### src/common/lcd_pkg.sv
package lcd_pkg;

	typedef logic [7:0] lcd_data_t;   // parallel data bus
	typedef logic [9:0] lcd_word_t;   // {rs, rw, data}
	typedef logic [6:0] ddram_addr_t; // display RAM address
	typedef logic [7:0] char_t;       // character code
	typedef logic       row_t;        // line 0 or line 1
	typedef logic [5:0] col_t;        // column on a line

	// flag order: lines, font, display on, cursor, blink, increment, shift
	typedef logic [6:0] init_flags_t;

	// HD44780 instruction prefixes
	localparam lcd_data_t cmd_clear        = 8'h01;
	localparam lcd_data_t cmd_entry_mode   = 8'h04; // I/D in bit 1, S in bit 0
	localparam lcd_data_t cmd_display_ctrl = 8'h08; // D, C, B in bits 2..0
	localparam lcd_data_t cmd_function_set = 8'h30; // 8-bit bus, N and F in bits 3..2
	localparam lcd_data_t cmd_set_ddram    = 8'h80; // address in bits 6..0

	localparam ddram_addr_t line1_base = 7'h40; // first cell of the second line

endpackage

### src/common/arb_pkg.sv
package arb_pkg;

	typedef logic client_t; // index of a text client

	typedef enum logic [2:0] {
		arb_idle,    // no grant held
		arb_grant,   // grant held, waiting for a word
		arb_issue,   // enable sent, waiting for busy
		arb_wait,    // driver working on the word
		arb_release  // word_ack high until word_req drops
	} arb_state_t;

endpackage

### src/lcd_driver/lcd_driver.sv
`timescale 1ns/1ps

module lcd_driver #(
	parameter int                   clk_per_us = 50,
	parameter lcd_pkg::init_flags_t init_flags = 7'b1010010
) (
	input  logic               clk,
	input  logic               rst_n,
	input  logic               lcd_enable,
	input  lcd_pkg::lcd_word_t lcd_bus,
	output logic               busy,
	output logic               e,
	output logic               rs,
	output logic               rw,
	output lcd_pkg::lcd_data_t lcd_data
);

	localparam int cnt_w = $clog2(500 * clk_per_us + 1);

	typedef logic [cnt_w-1:0] cnt_t;

	typedef enum logic [1:0] {
		drv_power_up = 2'd0,
		drv_init     = 2'd1,
		drv_ready    = 2'd2,
		drv_write    = 2'd3
	} drv_state_t;

	localparam cnt_t t_power     = cnt_t'(500 * clk_per_us);
	localparam cnt_t t_fset_end  = cnt_t'(10 * clk_per_us);
	localparam cnt_t t_gap1_end  = cnt_t'(60 * clk_per_us);
	localparam cnt_t t_ctrl_end  = cnt_t'(70 * clk_per_us);
	localparam cnt_t t_gap2_end  = cnt_t'(120 * clk_per_us);
	localparam cnt_t t_clr_end   = cnt_t'(130 * clk_per_us);
	localparam cnt_t t_gap3_end  = cnt_t'(330 * clk_per_us);
	localparam cnt_t t_entry_end = cnt_t'(340 * clk_per_us);
	localparam cnt_t t_init_end  = cnt_t'(440 * clk_per_us);
	localparam cnt_t t_e_rise    = cnt_t'(clk_per_us);
	localparam cnt_t t_e_fall    = cnt_t'(14 * clk_per_us);
	localparam cnt_t t_write_end = cnt_t'(50 * clk_per_us);

	localparam lcd_pkg::lcd_data_t fset_cmd =
		lcd_pkg::cmd_function_set | {4'b0000, init_flags[6:5], 2'b00};
	localparam lcd_pkg::lcd_data_t ctrl_cmd =
		lcd_pkg::cmd_display_ctrl | {5'b00000, init_flags[4:2]};
	localparam lcd_pkg::lcd_data_t entry_cmd =
		lcd_pkg::cmd_entry_mode | {6'b000000, init_flags[1:0]};

	drv_state_t         state;
	cnt_t               cnt;
	cnt_t               nxt_cnt;
	cnt_t               init_pos;  // position inside the init sequence
	logic               init_e;
	lcd_pkg::lcd_data_t init_data;

	assign nxt_cnt = cnt + 1'b1;

	// enable and data pattern of the init sequence
	always_comb begin
		init_pos = (state == drv_init) ? nxt_cnt : '0;
		init_e = 1'b0;
		init_data = '0;
		if (init_pos < t_fset_end) begin
			init_e = 1'b1;
			init_data = fset_cmd;
		end else if (init_pos >= t_gap1_end && init_pos < t_ctrl_end) begin
			init_e = 1'b1;
			init_data = ctrl_cmd;
		end else if (init_pos >= t_gap2_end && init_pos < t_clr_end) begin
			init_e = 1'b1;
			init_data = lcd_pkg::cmd_clear;
		end else if (init_pos >= t_gap3_end && init_pos < t_entry_end) begin
			init_e = 1'b1;
			init_data = entry_cmd;
		end
	end

	always_ff @(posedge clk) begin
		if (!rst_n) begin
			state <= drv_power_up;
			cnt <= '0;
			busy <= 1'b1;
			e <= 1'b0;
			rs <= 1'b0;
			rw <= 1'b0;
			lcd_data <= '0;
		end else begin
			case (state)
			drv_power_up: begin
				if (cnt == t_power - 1'b1) begin // supply settled
					cnt <= '0;
					e <= init_e;
					lcd_data <= init_data;
					state <= drv_init;
				end else begin
					cnt <= nxt_cnt;
				end
			end
			drv_init: begin
				if (nxt_cnt == t_init_end) begin
					cnt <= '0;
					busy <= 1'b0;
					e <= 1'b0;
					lcd_data <= '0;
					state <= drv_ready;
				end else begin
					cnt <= nxt_cnt;
					e <= init_e;
					lcd_data <= init_data;
				end
			end
			drv_ready: begin
				cnt <= '0;
				if (lcd_enable) begin
					busy <= 1'b1;
					rs <= lcd_bus[9];
					rw <= lcd_bus[8];
					lcd_data <= lcd_bus[7:0];
					state <= drv_write;
				end else begin
					rs <= 1'b0;
					rw <= 1'b0;
					lcd_data <= '0;
				end
			end
			drv_write: begin
				if (cnt == t_write_end) begin // execution time over
					cnt <= '0;
					busy <= 1'b0;
					e <= 1'b0;
					state <= drv_ready;
				end else begin
					cnt <= nxt_cnt;
					e <= (nxt_cnt >= t_e_rise) && (nxt_cnt < t_e_fall);
				end
			end
			endcase
		end
	end

endmodule

### src/source/lcd_char_port.sv
`timescale 1ns/1ps

module lcd_char_port (
	input  logic               clk,
	input  logic               rst_n,
	input  logic               req,
	input  lcd_pkg::row_t      row,
	input  lcd_pkg::col_t      col,
	input  lcd_pkg::char_t     ch,
	output logic               ack,
	output logic               word_req,
	output lcd_pkg::lcd_word_t word,
	output logic               last,
	input  logic               word_ack
);

	typedef enum logic [2:0] {
		port_idle,
		port_addr,     // address word offered
		port_addr_rel, // waiting for word_ack to drop
		port_data,     // character word offered
		port_data_rel,
		port_done      // ack held until req drops
	} port_state_t;

	port_state_t          state;
	lcd_pkg::ddram_addr_t addr;
	lcd_pkg::char_t       ch_q;

	assign addr = row ? lcd_pkg::line1_base + lcd_pkg::ddram_addr_t'(col)
		: lcd_pkg::ddram_addr_t'(col);

	always_ff @(posedge clk) begin
		if (!rst_n) begin
			state <= port_idle;
			ack <= 1'b0;
			word_req <= 1'b0;
			last <= 1'b0;
		end else begin
			case (state)
			port_idle: begin
				if (req) begin
					word_req <= 1'b1;
					last <= 1'b0;
					state <= port_addr;
				end
			end
			port_addr: begin
				if (word_ack) begin
					word_req <= 1'b0;
					state <= port_addr_rel;
				end
			end
			port_addr_rel: begin
				if (!word_ack) begin
					word_req <= 1'b1;
					last <= 1'b1; // character closes the transaction
					state <= port_data;
				end
			end
			port_data: begin
				if (word_ack) begin
					word_req <= 1'b0;
					state <= port_data_rel;
				end
			end
			port_data_rel: begin
				if (!word_ack) begin
					ack <= 1'b1;
					state <= port_done;
				end
			end
			port_done: begin
				if (!req) begin
					ack <= 1'b0;
					state <= port_idle;
				end
			end
			default: state <= port_idle;
			endcase
		end
	end

	always_ff @(posedge clk) begin
		if (state == port_idle && req) begin
			word <= {2'b00, lcd_pkg::cmd_set_ddram | {1'b0, addr}};
			ch_q <= ch;
		end else if (state == port_addr_rel && !word_ack) begin
			word <= {2'b10, ch_q}; // rs=1 data write
		end
	end

endmodule

### src/source/lcd_arbiter.sv
`timescale 1ns/1ps

module lcd_arbiter (
	input  logic               clk,
	input  logic               rst_n,
	input  logic [1:0]         word_req,
	input  lcd_pkg::lcd_word_t word0,
	input  lcd_pkg::lcd_word_t word1,
	input  logic [1:0]         last,
	output logic [1:0]         word_ack,
	input  logic               busy,
	output logic               lcd_enable,
	output lcd_pkg::lcd_word_t lcd_bus
);

	arb_pkg::arb_state_t state;
	arb_pkg::client_t    grant;
	arb_pkg::client_t    prio;      // client served first on a tie
	arb_pkg::client_t    pick;
	logic                word_last; // current word closes the transaction

	assign pick = word_req[prio] ? prio : ~prio;

	always_ff @(posedge clk) begin
		if (!rst_n) begin
			state <= arb_pkg::arb_idle;
			grant <= 1'b0;
			prio <= 1'b0;
			word_last <= 1'b0;
			word_ack <= 2'b00;
			lcd_enable <= 1'b0;
		end else begin
			case (state)
			arb_pkg::arb_idle: begin
				if (|word_req) begin
					grant <= pick;
					state <= arb_pkg::arb_grant;
				end
			end
			arb_pkg::arb_grant: begin
				if (word_req[grant] && !busy) begin
					lcd_enable <= 1'b1; // single cycle pulse
					word_last <= last[grant];
					state <= arb_pkg::arb_issue;
				end
			end
			arb_pkg::arb_issue: begin
				lcd_enable <= 1'b0;
				if (busy)
					state <= arb_pkg::arb_wait;
			end
			arb_pkg::arb_wait: begin
				if (!busy) begin
					word_ack[grant] <= 1'b1;
					state <= arb_pkg::arb_release;
				end
			end
			arb_pkg::arb_release: begin
				if (!word_req[grant]) begin
					word_ack[grant] <= 1'b0;
					if (word_last) begin
						prio <= ~grant; // round robin
						state <= arb_pkg::arb_idle;
					end else begin
						state <= arb_pkg::arb_grant;
					end
				end
			end
			default: state <= arb_pkg::arb_idle;
			endcase
		end
	end

	// bus word follows the enable pulse
	always_ff @(posedge clk) begin
		if (state == arb_pkg::arb_grant && word_req[grant] && !busy)
			lcd_bus <= grant ? word1 : word0;
	end

endmodule

### src/source/lcd_subsys.sv
`timescale 1ns/1ps

module lcd_subsys #(
	parameter int                   clk_per_us = 50,
	parameter lcd_pkg::init_flags_t init_flags = 7'b1010010
) (
	input  logic               clk,
	input  logic               rst_n,
	input  logic               req0,
	input  logic               req1,
	input  lcd_pkg::row_t      row0,
	input  lcd_pkg::row_t      row1,
	input  lcd_pkg::col_t      col0,
	input  lcd_pkg::col_t      col1,
	input  lcd_pkg::char_t     ch0,
	input  lcd_pkg::char_t     ch1,
	output logic               ack0,
	output logic               ack1,
	output logic               e,
	output logic               rs,
	output logic               rw,
	output lcd_pkg::lcd_data_t lcd_data
);

	logic [1:0]         word_req;
	logic [1:0]         word_ack;
	logic [1:0]         last;
	lcd_pkg::lcd_word_t word0;
	lcd_pkg::lcd_word_t word1;
	logic               lcd_enable;
	lcd_pkg::lcd_word_t lcd_bus;
	logic               busy;

	lcd_char_port u_port0 (
		.clk(clk), .rst_n(rst_n),
		.req(req0), .row(row0), .col(col0), .ch(ch0), .ack(ack0),
		.word_req(word_req[0]), .word(word0), .last(last[0]), .word_ack(word_ack[0])
	);

	lcd_char_port u_port1 (
		.clk(clk), .rst_n(rst_n),
		.req(req1), .row(row1), .col(col1), .ch(ch1), .ack(ack1),
		.word_req(word_req[1]), .word(word1), .last(last[1]), .word_ack(word_ack[1])
	);

	lcd_arbiter u_arbiter (
		.clk(clk), .rst_n(rst_n),
		.word_req(word_req), .word0(word0), .word1(word1), .last(last),
		.word_ack(word_ack), .busy(busy), .lcd_enable(lcd_enable), .lcd_bus(lcd_bus)
	);

	lcd_driver #(
		.clk_per_us(clk_per_us),
		.init_flags(init_flags)
	) u_driver (
		.clk(clk), .rst_n(rst_n),
		.lcd_enable(lcd_enable), .lcd_bus(lcd_bus), .busy(busy),
		.e(e), .rs(rs), .rw(rw), .lcd_data(lcd_data)
	);

endmodule

### config.mk
export PLATFORM = sky130hd
export DESIGN_NAME = lcd_subsys
export DESIGN_NICKNAME = d
export VERILOG_FILES = /design/src/common/lcd_pkg.sv /design/src/common/arb_pkg.sv /design/src/lcd_driver/lcd_driver.sv /design/src/source/lcd_char_port.sv /design/src/source/lcd_arbiter.sv /design/src/source/lcd_subsys.sv
export SDC_FILE = /design/constraint.sdc
export NUM_CORES = 1
export LEC_CHECK = 0
export CAP_MARGIN = 20
export CELL_PAD_IN_SITES_DETAIL_PLACEMENT = 0
export CELL_PAD_IN_SITES_GLOBAL_PLACEMENT = 2
export CORE_MARGIN = 3
export CORE_UTILIZATION = 38
export CTS_CLUSTER_DIAMETER = 120
export DETAILED_ROUTE_END_ITERATION = 7
export DONT_BUFFER_PORTS = 1
export GPL_TIMING_DRIVEN = 0
export PLACE_DENSITY_LB_ADDON = 0.3
export SYNTH_ARGS = -nofsm -noshare
export SYNTH_HDL_FRONTEND = slang
export SYNTH_HIERARCHICAL = 1
export SYNTH_SLANG_ARGS = --single-unit
### constraint.sdc
create_clock -name clk -period 2.5 [get_ports clk]
set_input_delay 0 -clock clk [delete_from_list [all_inputs] [get_ports clk]]
set_output_delay 0 -clock clk [all_outputs]
set_load 0.1 [all_outputs]
==> results of run 1 <==
-- routing by layer --
layer / vias to the layer above / routed length [um] / global-route usage
met5: - / 0 / 0
met4: 0 / 452 / 0.0907
met3: 29 / 580 / 0.0374
met2: 103 / 6390 / 0.308
met1: 1897 / 5350 / 0.215
li1: 1939 / - / -
-- cells by family after synthesis --
logic type | Yosys count | synth area share
adder cells (fa/ha/maj) | 9 | 0.0225
AO/OA/AOI/OAI | 117 | 0.170
buffers and inverters | 53 | 0.0575
flip-flops | 94 | 0.456
XOR/XNOR | 19 | 0.0333
multiplexers | 30 | 0.0763
AND/OR/NAND/NOR | 151 | 0.183
other | 2 | 0.00150
-- power by group through the flow --
stage / combinational (W) / sequential (W) / clock [W]
after floorplan: 0.000371 / 0.00195 / 0
after global routing: 0.000735 / 0.00197 / 0.00148
final: 0.000676 / 0.00196 / 0.00137
after detailed placement: 0.000467 / 0.00198 / 0
after global placement: 0.000466 / 0.00198 / 0
after CTS: 0.000614 / 0.00196 / 0.00141
-- worst max-delay path: stages (launching register included) --
cell and delay [ns]:
dfxtp_4 0.36, buf_8 0.13, buf_4 0.14, a21bo_4 0.23
mux2i_4 0.16, a31o_2 0.18, nand3_2 0.12, o41ai_4 0.46
buf_4 0.18, o2111a_1 0.25, mux2i_1 0.20, nor2_1 0.05
-- layout make-up --
type,count,share of cell area
inverter,24,0.0136
sequential,94,0.347
clock buffer,11,0.0351
multi-input combinational,328,0.421
buffer,28,0.0374
clock inverter,5,0.00887
timing repair buffer,75,0.105
tap,172,0.0324
-- what timing repair did --
action,in CTS,in global routing
hold buffers,46,0
endpoints found under the hold margin,61,0
pin swaps,17,16
gates cloned,2,0
buffers inserted,20,8
endpoints found under the setup margin,27,27
gates resized for setup,48,62
-- layout by cell type, fill, tap and decap left out, types with 6 or more instances in the layout --
cell type	Yosys	final
dlygate4sd3_1	0	46
dfxtp_1	54	45
edfxtp_1	40	40
buf_4	7	30
nand2_1	29	26
inv_1	24	23
a21oi_1	29	23
nor2_1	32	20
buf_6	7	19
o21ai_0	18	16
mux2_2	13	13
mux2_4	13	13
nor2b_1	13	12
clkbuf_16	0	9
nor3_1	12	9
nand4_1	9	9
nor2_2	0	9
nand3_1	11	9
xnor2_1	14	9
ha_1	9	8
nand2b_1	7	7
a21oi_2	1	7
o21a_1	6	6
dfxtp_2	0	6
-- flip-flops by register name, summed over array words and instances (netlist names), 2 cells and up, named ones only --
| register | cells |
|---|---|
| u_driver/cnt | 15 |
| u_arbiter/lcd_bus | 10 |
| u_port0/word | 9 |
| u_port1/word | 9 |
| u_driver/lcd_data | 8 |
| u_port0/ch_q | 8 |
| u_port1/ch_q | 8 |
| u_arbiter/state | 3 |
| u_port0/state | 3 |
| u_port1/state | 3 |
| u_driver/state | 2 |
-- worst max-delay path by stage --
stage	from	end	slack, ns	cells past startpoint
detailed placement	u_driver/cnt[0]$_SDFF_PN0_	u_driver/cnt[10]$_SDFF_PN0_	-0.67	10
global placement	u_driver/cnt[0]$_SDFF_PN0_	u_driver/cnt[10]$_SDFF_PN0_	-0.72	10
global route	u_driver/cnt[0]$_SDFF_PN0_	u_driver/state[1]$_SDFFE_PN0P_	-0.15	11
CTS	u_driver/cnt[1]$_SDFF_PN0_	u_driver/state[1]$_SDFFE_PN0P_	-0.12	10
floorplan	u_driver/cnt[0]$_SDFF_PN0_	u_driver/cnt[10]$_SDFF_PN0_	0.04	10
finish	u_driver/cnt[1]$_SDFF_PN0_	u_driver/state[1]$_SDFFE_PN0P_	-0.08	11
-- through the flow --
stage                     setup slack (ns)  cell area, sq um  std cells  hold slack, ns
after floorplan                     0.0393              5010        475          0.0762
after global placement              -0.718              5230        647          0.0925
after detailed placement            -0.667              5230        647          0.0967
after CTS                           -0.116              6330        730          0.0562
after global routing                -0.151              6630        737          0.0933
final                              -0.0761              6630        737          0.0605
==> key figures, run 1 <==
Run status
  – Outcome: complete, but fails checks
  – Failing checks: setup timing

Synthesis
  – Asr flop ratio synth: 0
  – Most frequent cell after synthesis: dfxtp_1
  – Post-synth EDFFs: 40
  – Sequential area share after synthesis: 0.456
  – Net Count, Synth: 518
  – Synth Flop Type: dfxtp_1
  – Yosys top cell by area: edfxtp_1
  – Syn Area/Cell: 10.5 sq um
  – Synth cell types: 80
  – Seq cells post-synth: 94
  – Synth area leaders: edfxtp_1 (24%), dfxtp_1 (22%), mux2_4 (3.9%), mux2_2 (2.9%), a21oi_1 (2.9%)
  – Synth Cell Area: 0.00500 sq mm
  – Most instantiated cells after synthesis: dfxtp_1 (54), edfxtp_1 (40), nor2_1 (32)
  – Yosys top cell area share: 0.240
  – Gate Count Post-Synth: 475
  – YS warnings: 6

Global routing
  – Largest net degree at the start of global routing: 18
  – Vias in the first global route: 4,036
  – GR Overflow Total: 0
  – Total GRT Usage: 0.180
  – Initial antenna violation count: 0
  – First-pass GRT wire length: 20.6 mm

Routing
  – Via/cell ratio: 5.38
  – Pre-antenna DRT Iters: 5
  – Iter 0 DRT Violations: 319
  – Routed via count: 3,968
  – Final WL: 12.8 mm
  – ANT nets after route: 0
  – Routed wire per std cell: 17.3 um
  – DRC viols: 0

Placed design
  – Gpl congestion: 0.866
  – Dpl hpwl: 8.35 mm
  – I/O Buffers: 0

STA
  – Setup TNS: -0.176 ns
  – Fmax achieved: 0.388 GHz
  – Worst Tran Pin Value: 1.05 ns
  – Clk_skew: 0.00635 ns
  – RSZ-0062 raised after global routing: true
  – Period utilization: 1.03
  – Max-slew violations: 0
  – Worst slew margin: 0.298
  – Final hold violations: 0
  – Final Setup Violations: 5
  – Final min period: 2.58 ns
  – Worst Setup Slack, final: -0.0761 ns

Power
  – Worst IR Drop VDD: 0.442 mV
  – Design Power: 0.00400 W
  – Internal Pwr Total: 0.00282 W
  – Seq pwr share: 0.489
  – Psw: 0.00119 W
  – Leak pwr: 2.39 nW
  – Power per Cell Area: 604 mW/mm^2
  – Switch share: 0.297
  – Combinational power share: 0.169
  – Clock power share: 0.343

Layout
  – Reg area: 0.00230 sq mm
  – Share of cells above drive strength 1: 0.317
  – Post-layout util: 0.519
  – # fillers: 1,111
  – Number of antenna diodes: 0
  – Nets@finish: 603
  – Area of the multi-input gates: 0.00279 sq mm
  – Synth-to-Final Area Change: 32.5%

Setup path
  – Crit path DAT: 2.81 ns
  – Required @ worst endpoint: 2.73 ns
  – Critical path endpoint category: flip-flop
  – R2R setup slack: -0.08 ns
  – Reg2reg start: u_driver/cnt[1]$_SDFF_PN0_
  – Worst reg2reg endpoint: u_driver/state[1]$_SDFFE_PN0P_
  – Worst Setup Start Kind: flip-flop
  – Critical path class: flip-flop to flip-flop
  – Max Fanout on Critical Path: 4
  – Register-to-Register Path Depth: 11

Floorplanning
  – Die Area: 0.0146 sq mm
  – Num ports: 47
  – Row count: 41
  – Starting Density: 0.392
  – Die Width: 121 um
  – Core footprint: 0.0128 sq mm
  – Die Ht: 121 um

Clock network
  – Clk sinks: 94
  – # H-tree levels: 3
  – Clock Latency Late Sink: 0.34 ns
  – CTS Buffer Depth: 2
  – TritonCTS clock tree: done
  – CTS buffer count: 9
  – CTS clk-pin slew, worst paths: 0.07 ns
  – Clock Root Buffer: clkbuf_16

Min path
  – Worst hold path depth: 2
  – Worst Min Path Start: req1
  – Hold endpoint: u_port1/word[6]$_DFFE_PP_
  – Worst hold path type: primary input to flip-flop

Job
  – Max Cap Viol: 0
Note: power is estimated with default switching activity, not from simulation.
==> inputs of run 2 (changes only) <==
==> constraint.sdc (replaced) <==
create_clock -name clk -period 2.5 [get_ports clk]
set_input_delay 0.5 -clock clk [delete_from_list [all_inputs] [get_ports clk]]
set_output_delay 0.5 -clock clk [all_outputs]
set_load 0.1 [all_outputs]
==> run 2 against run 1 <==
  * The run still ends with setup timing left
  * Cell count is 6.2% lower
  * Worst setup slack gained 0.018 ns
  * Clock skew rose by 0.0026 ns
  * First-iteration DRC count decreased by 14%
  * Clock power is essentially flat
  * Critical path depth unchanged
  * Die area did not move
  * Fmax up 0.71%
  * Power down 1.8%
  * Count of clock-buffer cells in the layout unchanged
  * Global-route usage down 0.85 points
  * Via count is 3.4% lower
==> key figures, run 2 (synthesized netlist as in run 1, its figures left out) <==
Run status
  – Failing checks: setup timing
  – Outcome: complete, but fails checks

Min path
  – Worst Min Path Start: ch0[6]
  – Worst hold path type: primary input to flip-flop

Setup path
  – R2R setup slack: -0.06 ns
  – Critical path endpoint category: flip-flop
  – Required @ worst endpoint: 2.73 ns
  – CP endpoint: u_driver/state[1]$_SDFFE_PN0P_
  – Reg2reg start: u_driver/cnt[0]$_SDFF_PN0_
  – CP startpoint: u_driver/cnt[0]$_SDFF_PN0_
  – Max Fanout on Critical Path: 7
  – Crit path DAT: 2.79 ns
  – Critical path class: flip-flop to flip-flop
  – Worst Setup Start Kind: flip-flop
  – Register-to-Register Path Depth: 11
  – Worst reg2reg endpoint: u_driver/state[1]$_SDFFE_PN0P_

Placed design
  – Placed cells: 647
  – Dpl hpwl: 8.35 mm
  – Gpl congestion: 0.866
  – I/O Buffers: 0
  – Pre-CTS setup slack: -0.667 ns

STA
  – Worst slew margin: 0.300
  – Fmax achieved: 0.391 GHz
  – Final Setup Violations: 6
  – Max-slew violations: 0
  – Final min period: 2.56 ns
  – Period utilization: 1.02
  – Clk_skew: 0.00890 ns
  – Worst Tran Pin Value: 1.05 ns
  – Final hold violations: 0
  – RSZ-0062 raised after global routing: true
  – Worst Setup Slack, final: -0.0581 ns
  – Setup TNS: -0.186 ns

Floorplanning
  – Core footprint: 0.0128 sq mm
  – Row count: 41
  – Starting Density: 0.392
  – Num ports: 47
  – Die Area: 0.0146 sq mm
  – Die Width: 121 um
  – Die Ht: 121 um

Power
  – Worst IR Drop VDD: 0.422 mV
  – Power per Cell Area: 638 mW/mm^2
  – Leak pwr: 2.18 nW

Layout
  – Synth-to-Final Area Change: 23.2%
  – Top flop regs: u_driver/cnt (15), u_arbiter/lcd_bus (10)
  – Share of cells above drive strength 1: 0.343
  – Number of antenna diodes: 0
  – Biggest register: u_driver/cnt
  – Commonest non-fill, non-tap cell in the layout: dfxtp_1
  – Non-Filler Instances: 691
  – Max reg flops: 15
  – Nets@finish: 557
  – Post-layout util: 0.483
  – Commonest non-fill, non-tap cells in the layout: dfxtp_1 (45), edfxtp_1 (40), buf_4 (30), nand2_1 (26)

Routing
  – Final WL: 12.3 mm
  – Pre-antenna DRT Iters: 5
  – Routed wire per std cell: 17.8 um
  – Iter 0 DRT Violations: 274
  – Routed via count: 3,835
  – ANT nets after route: 0
  – DRC viols: 0
  – Via/cell ratio: 5.55

Clock network
  – Clock Root Buffer: clkbuf_16
  – CTS buffer count: 9
  – CTS Buffer Depth: 2
  – Clock Latency Late Sink: 0.34 ns
  – Hold_buf cts: 0
  – CTS clk-pin slew, worst paths: 0.07 ns
  – # H-tree levels: 3
  – Clk sinks: 94
  – TritonCTS clock tree: done

Global routing
  – Total GRT Usage: 0.172
  – Vias in the first global route: 3,806
  – Largest net degree at the start of global routing: 23
  – GR Overflow Total: 0
  – Initial antenna violation count: 0
  – First-pass GRT wire length: 19.6 mm

Job
  – Max Cap Viol: 0
run 2: cell count changes in the layout (fill, tap and decap cells not counted):
cell	change
nor2_1	+2
dlygate4sd3_1	-46
o2111a_2	+1
nor2_4	-1
nor2_2	-1
dfxtp_4	+1
dfxtp_2	-1
o2111a_1	-1
run 2: cell type report:
class / count / area (sq um)
buffer: 28 / 248
clock buffer: 11 / 233
clock inverter: 5 / 58.8
fill: 1157 / 6610
inverter: 24 / 90.1
multi-input combinational: 328 / 2780
sequential: 94 / 2300
tap: 172 / 215
timing repair buffer: 29 / 236
run 2: critical path, cell delays in order, from the launching register on:
cell      delay (ns)
dfxtp_4         0.37
buf_6           0.11
buf_6           0.12
and4_4          0.25
nand3_2         0.09
o22ai_2         0.24
nand3_2         0.15
o41ai_4         0.46
buf_4           0.19
o2111a_2        0.23
mux2i_1         0.19
nor2_1          0.05
run 2: what timing repair did:
item | in CTS | in global routing
buffers inserted | 20 | 8
endpoints found under the setup margin | 27 | 27
cloned | 2 | 0
pin swaps | 17 | 16
resized for setup | 48 | 61
run 2: through the flow:
| stage | power (W) | cell area, sq um | hold slack [ns] |
|---|---|---|---|
| 6_report | 0.00393 | 6170 | 0.251 |
| 5_1_grt | 0.00412 | 6170 | 0.231 |
| 4_1_cts | 0.00393 | 5870 | 0.237 |
| 3_5_place_dp | 0.00245 | 5230 | 0.448 |
| 3_3_place_gp | 0.00245 | 5230 | 0.446 |
| 2_1_floorplan | 0.00232 | 5010 | 0.428 |
run 2: per-layer routing:
metal,vias to the layer above,GRT usage,share of wire
li1,1843,-,-
met1,1824,0.205,0.43
met4,0,0.0949,0.046
met3,37,0.0388,0.050
met5,-,0,0
met2,131,0.287,0.48
run 2: how the worst min path moves through the flow:
stage	end	slack (ns)	cells past startpoint
floorplan	u_port0/word[7]$_SDFFE_PP1P_	0.43	1
global placement	u_port0/word[7]$_SDFFE_PP1P_	0.45	1
detailed placement	u_port0/word[7]$_SDFFE_PP1P_	0.45	1
CTS	u_port0/ch_q[6]$_DFFE_PP_	0.24	0
global route	u_port0/ch_q[6]$_DFFE_PP_	0.23	0
finish	u_port0/ch_q[6]$_DFFE_PP_	0.25	0
run 2: power by group:
part           internal (W)  switching [W]
combinational      0.000288       0.000332
sequential          0.00170       0.000251
clock              0.000778       0.000580
==> inputs of run 3 (changes only) <==
==> constraint.sdc (replaced) <==
create_clock -name clk -period 2.3 [get_ports clk]
set_input_delay 0.46 -clock clk [delete_from_list [all_inputs] [get_ports clk]]
set_output_delay 0.46 -clock clk [all_outputs]
set_load 0.1 [all_outputs]
==> run 3 against run 2 <==
  * The run still ends with setup timing left
  * Power is 8.9% higher
  * Largest cell class unchanged
  * Sequential share of layout area is 0.61 points lower
  * Critical path type unchanged
  * Die area unchanged
  * Non-clock buffer count increased by 3
  * Register-to-register slack worse by 0.22 ns
==> key figures, run 3 (synthesized netlist as in run 1, its figures left out) <==
Setup path
  – Worst Setup Start Kind: flip-flop
  – Max Fanout on Critical Path: 5
  – Critical path endpoint category: flip-flop
  – Critical path class: flip-flop to flip-flop
  – Required @ worst endpoint: 2.56 ns
  – Crit path DAT: 2.84 ns

Floorplanning
  – Row count: 41
  – Starting Density: 0.392
  – Core footprint: 0.0128 sq mm
  – Die Ht: 121 um
  – Die Width: 121 um
  – Num ports: 47
  – Die Area: 0.0146 sq mm

Power
  – Leak pwr: 2.23 nW
  – Power per Cell Area: 683 mW/mm^2
  – Internal Pwr Total: 0.00301 W
  – Switch share: 0.297
  – Seq pwr share: 0.495
  – Psw: 0.00127 W
  – Clock power share: 0.349
  – Combinational power share: 0.155
  – Worst IR Drop VDD: 0.574 mV

STA
  – Max-slew violations: 0
  – RSZ-0062 raised after global routing: true
  – Final hold violations: 0
  – Fmax achieved: 0.388 GHz
  – Worst Tran Pin Value: 1.00 ns
  – Final Setup Violations: 24
  – Final min period: 2.58 ns
  – Clk_skew: 0.00563 ns
  – Worst Setup Slack, final: -0.276 ns
  – Period utilization: 1.12
  – Setup TNS: -4.74 ns
  – Worst slew margin: 0.331
  – Hold slack final: 0.209 ns

Clock network
  – CTS Buffer Depth: 2
  – CTS buffer count: 9
  – # H-tree levels: 3
  – Clock Root Buffer: clkbuf_16
  – TritonCTS clock tree: done
  – CTS clk-pin slew, worst paths: 0.07 ns
  – Clock Latency Late Sink: 0.34 ns
  – Clk sinks: 94

Routing
  – Final WL: 12.3 mm
  – Iter 0 DRT Violations: 287
  – DRC viols: 0
  – Pre-antenna DRT Iters: 4
  – Routed wire per std cell: 17.7 um
  – ANT nets after route: 0
  – Routed via count: 3,779
  – Via/cell ratio: 5.45

Layout
  – Final Cell Area: 0.00627 sq mm
  – Number of antenna diodes: 0
  – Synth-to-Final Area Change: 25.3%
  – # fillers: 1,141
  – Commonest non-fill, non-tap cell in the layout: dfxtp_1
  – Commonest non-fill, non-tap cells in the layout: dfxtp_1 (44), edfxtp_1 (40), buf_4 (31), nor2_1 (31)
  – Max reg flops: 15
  – Share of cells above drive strength 1: 0.351
  – Biggest register: u_driver/cnt
  – Top flop regs: u_driver/cnt (15), u_arbiter/lcd_bus (10)
  – Nets@finish: 560

Placed design
  – Gpl congestion: 0.838
  – Pre-CTS setup slack: -0.567 ns
  – I/O Buffers: 0
  – Dpl hpwl: 8.63 mm
  – Placed Area: 0.00535 sq mm

Global routing
  – Total GRT Usage: 0.169
  – Largest net degree at the start of global routing: 23
  – First-pass GRT wire length: 19.1 mm
  – Vias in the first global route: 3,470
  – Initial antenna violation count: 0
  – GR Overflow Total: 0

Min path
  – Worst hold path type: primary input to flip-flop

Run status
  – Failing checks: setup timing
  – Outcome: complete, but fails checks

Job
  – Max Cap Viol: 0
-- run 3: power by group through the flow --
stage | registers, W | clock network, W | logic [W]
2_1_floorplan | 0.00213 | 0 | 0.000419
3_3_place_gp | 0.00215 | 0 | 0.000526
3_5_place_dp | 0.00216 | 0 | 0.000526
4_1_cts | 0.00212 | 0.00155 | 0.000585
5_1_grt | 0.00213 | 0.00161 | 0.000722
6_report | 0.00212 | 0.00150 | 0.000666
-- run 3: path summary, 6_finish.rpt --
check	from	endpoint	slack (ns)	depth (start not counted)
hold reg to reg	u_port1/ch_q[7]$_DFFE_PP_	u_port1/word[7]$_SDFFE_PP1P_	0.46	1
hold / removal	rst_n	u_driver/busy$_SDFFE_PN1P_	0.21	1
setup reg to reg	u_driver/cnt[0]$_SDFF_PN0_	u_driver/e$_SDFFE_PN0P_	-0.28	10
setup / recovery	u_driver/cnt[0]$_SDFF_PN0_	u_driver/e$_SDFFE_PN0P_	-0.28	10
-- run 3: per-stage QoR --
stage                      util  instances  total power, W
final                     0.491        694         0.00428
after global routing      0.491        694         0.00447
after CTS                 0.455        674         0.00426
after detailed placement  0.419        647         0.00268
after global placement    0.419        647         0.00268
after floorplan               -        475         0.00255
-- run 3: per-layer routing --
layer  global-route usage  vias up  share of wire
met5                    0        -              0
met2                0.271      104           0.48
li1                     -     1848              -
met3               0.0412       18          0.046
met1                0.220     1809           0.46
met4               0.0673        0          0.020
-- run 3: area by class of cell --
| cell class | instances | area, sq um | share of cell area |
|---|---|---|---|
| plain buffers | 28 | 268 | 0.0427 |
| clock buffers | 9 | 225 | 0.0359 |
| clock inverters | 7 | 72.6 | 0.0116 |
| inverters | 24 | 90.1 | 0.0144 |
| multi-input cells | 328 | 2830 | 0.451 |
| flip-flops and latches | 94 | 2300 | 0.367 |
| well taps | 172 | 215 | 0.0343 |
| repair buffers | 32 | 265 | 0.0423 |
-- run 3: repair_timing --
item | in CTS | in global routing
hold buffers | 0 | 0
cloned | 0 | 1
pin swaps | 13 | 22
setup endpoints to repair | 27 | 27
resized for setup | 22 | 64
setup buffers | 11 | 20
endpoints found under the hold margin | 0 | 0
-- run 3: worst max-delay path, cell delays in order, from the launching register on --
cell      delay (ns)
dfxtp_4         0.38
buf_8           0.11
nand4_4         0.13
buf_6           0.16
or4_4           0.51
o22a_4          0.28
nand4b_4        0.17
a31oi_1         0.18
a21oi_1         0.12
a211o_1         0.29
a41oi_2         0.15
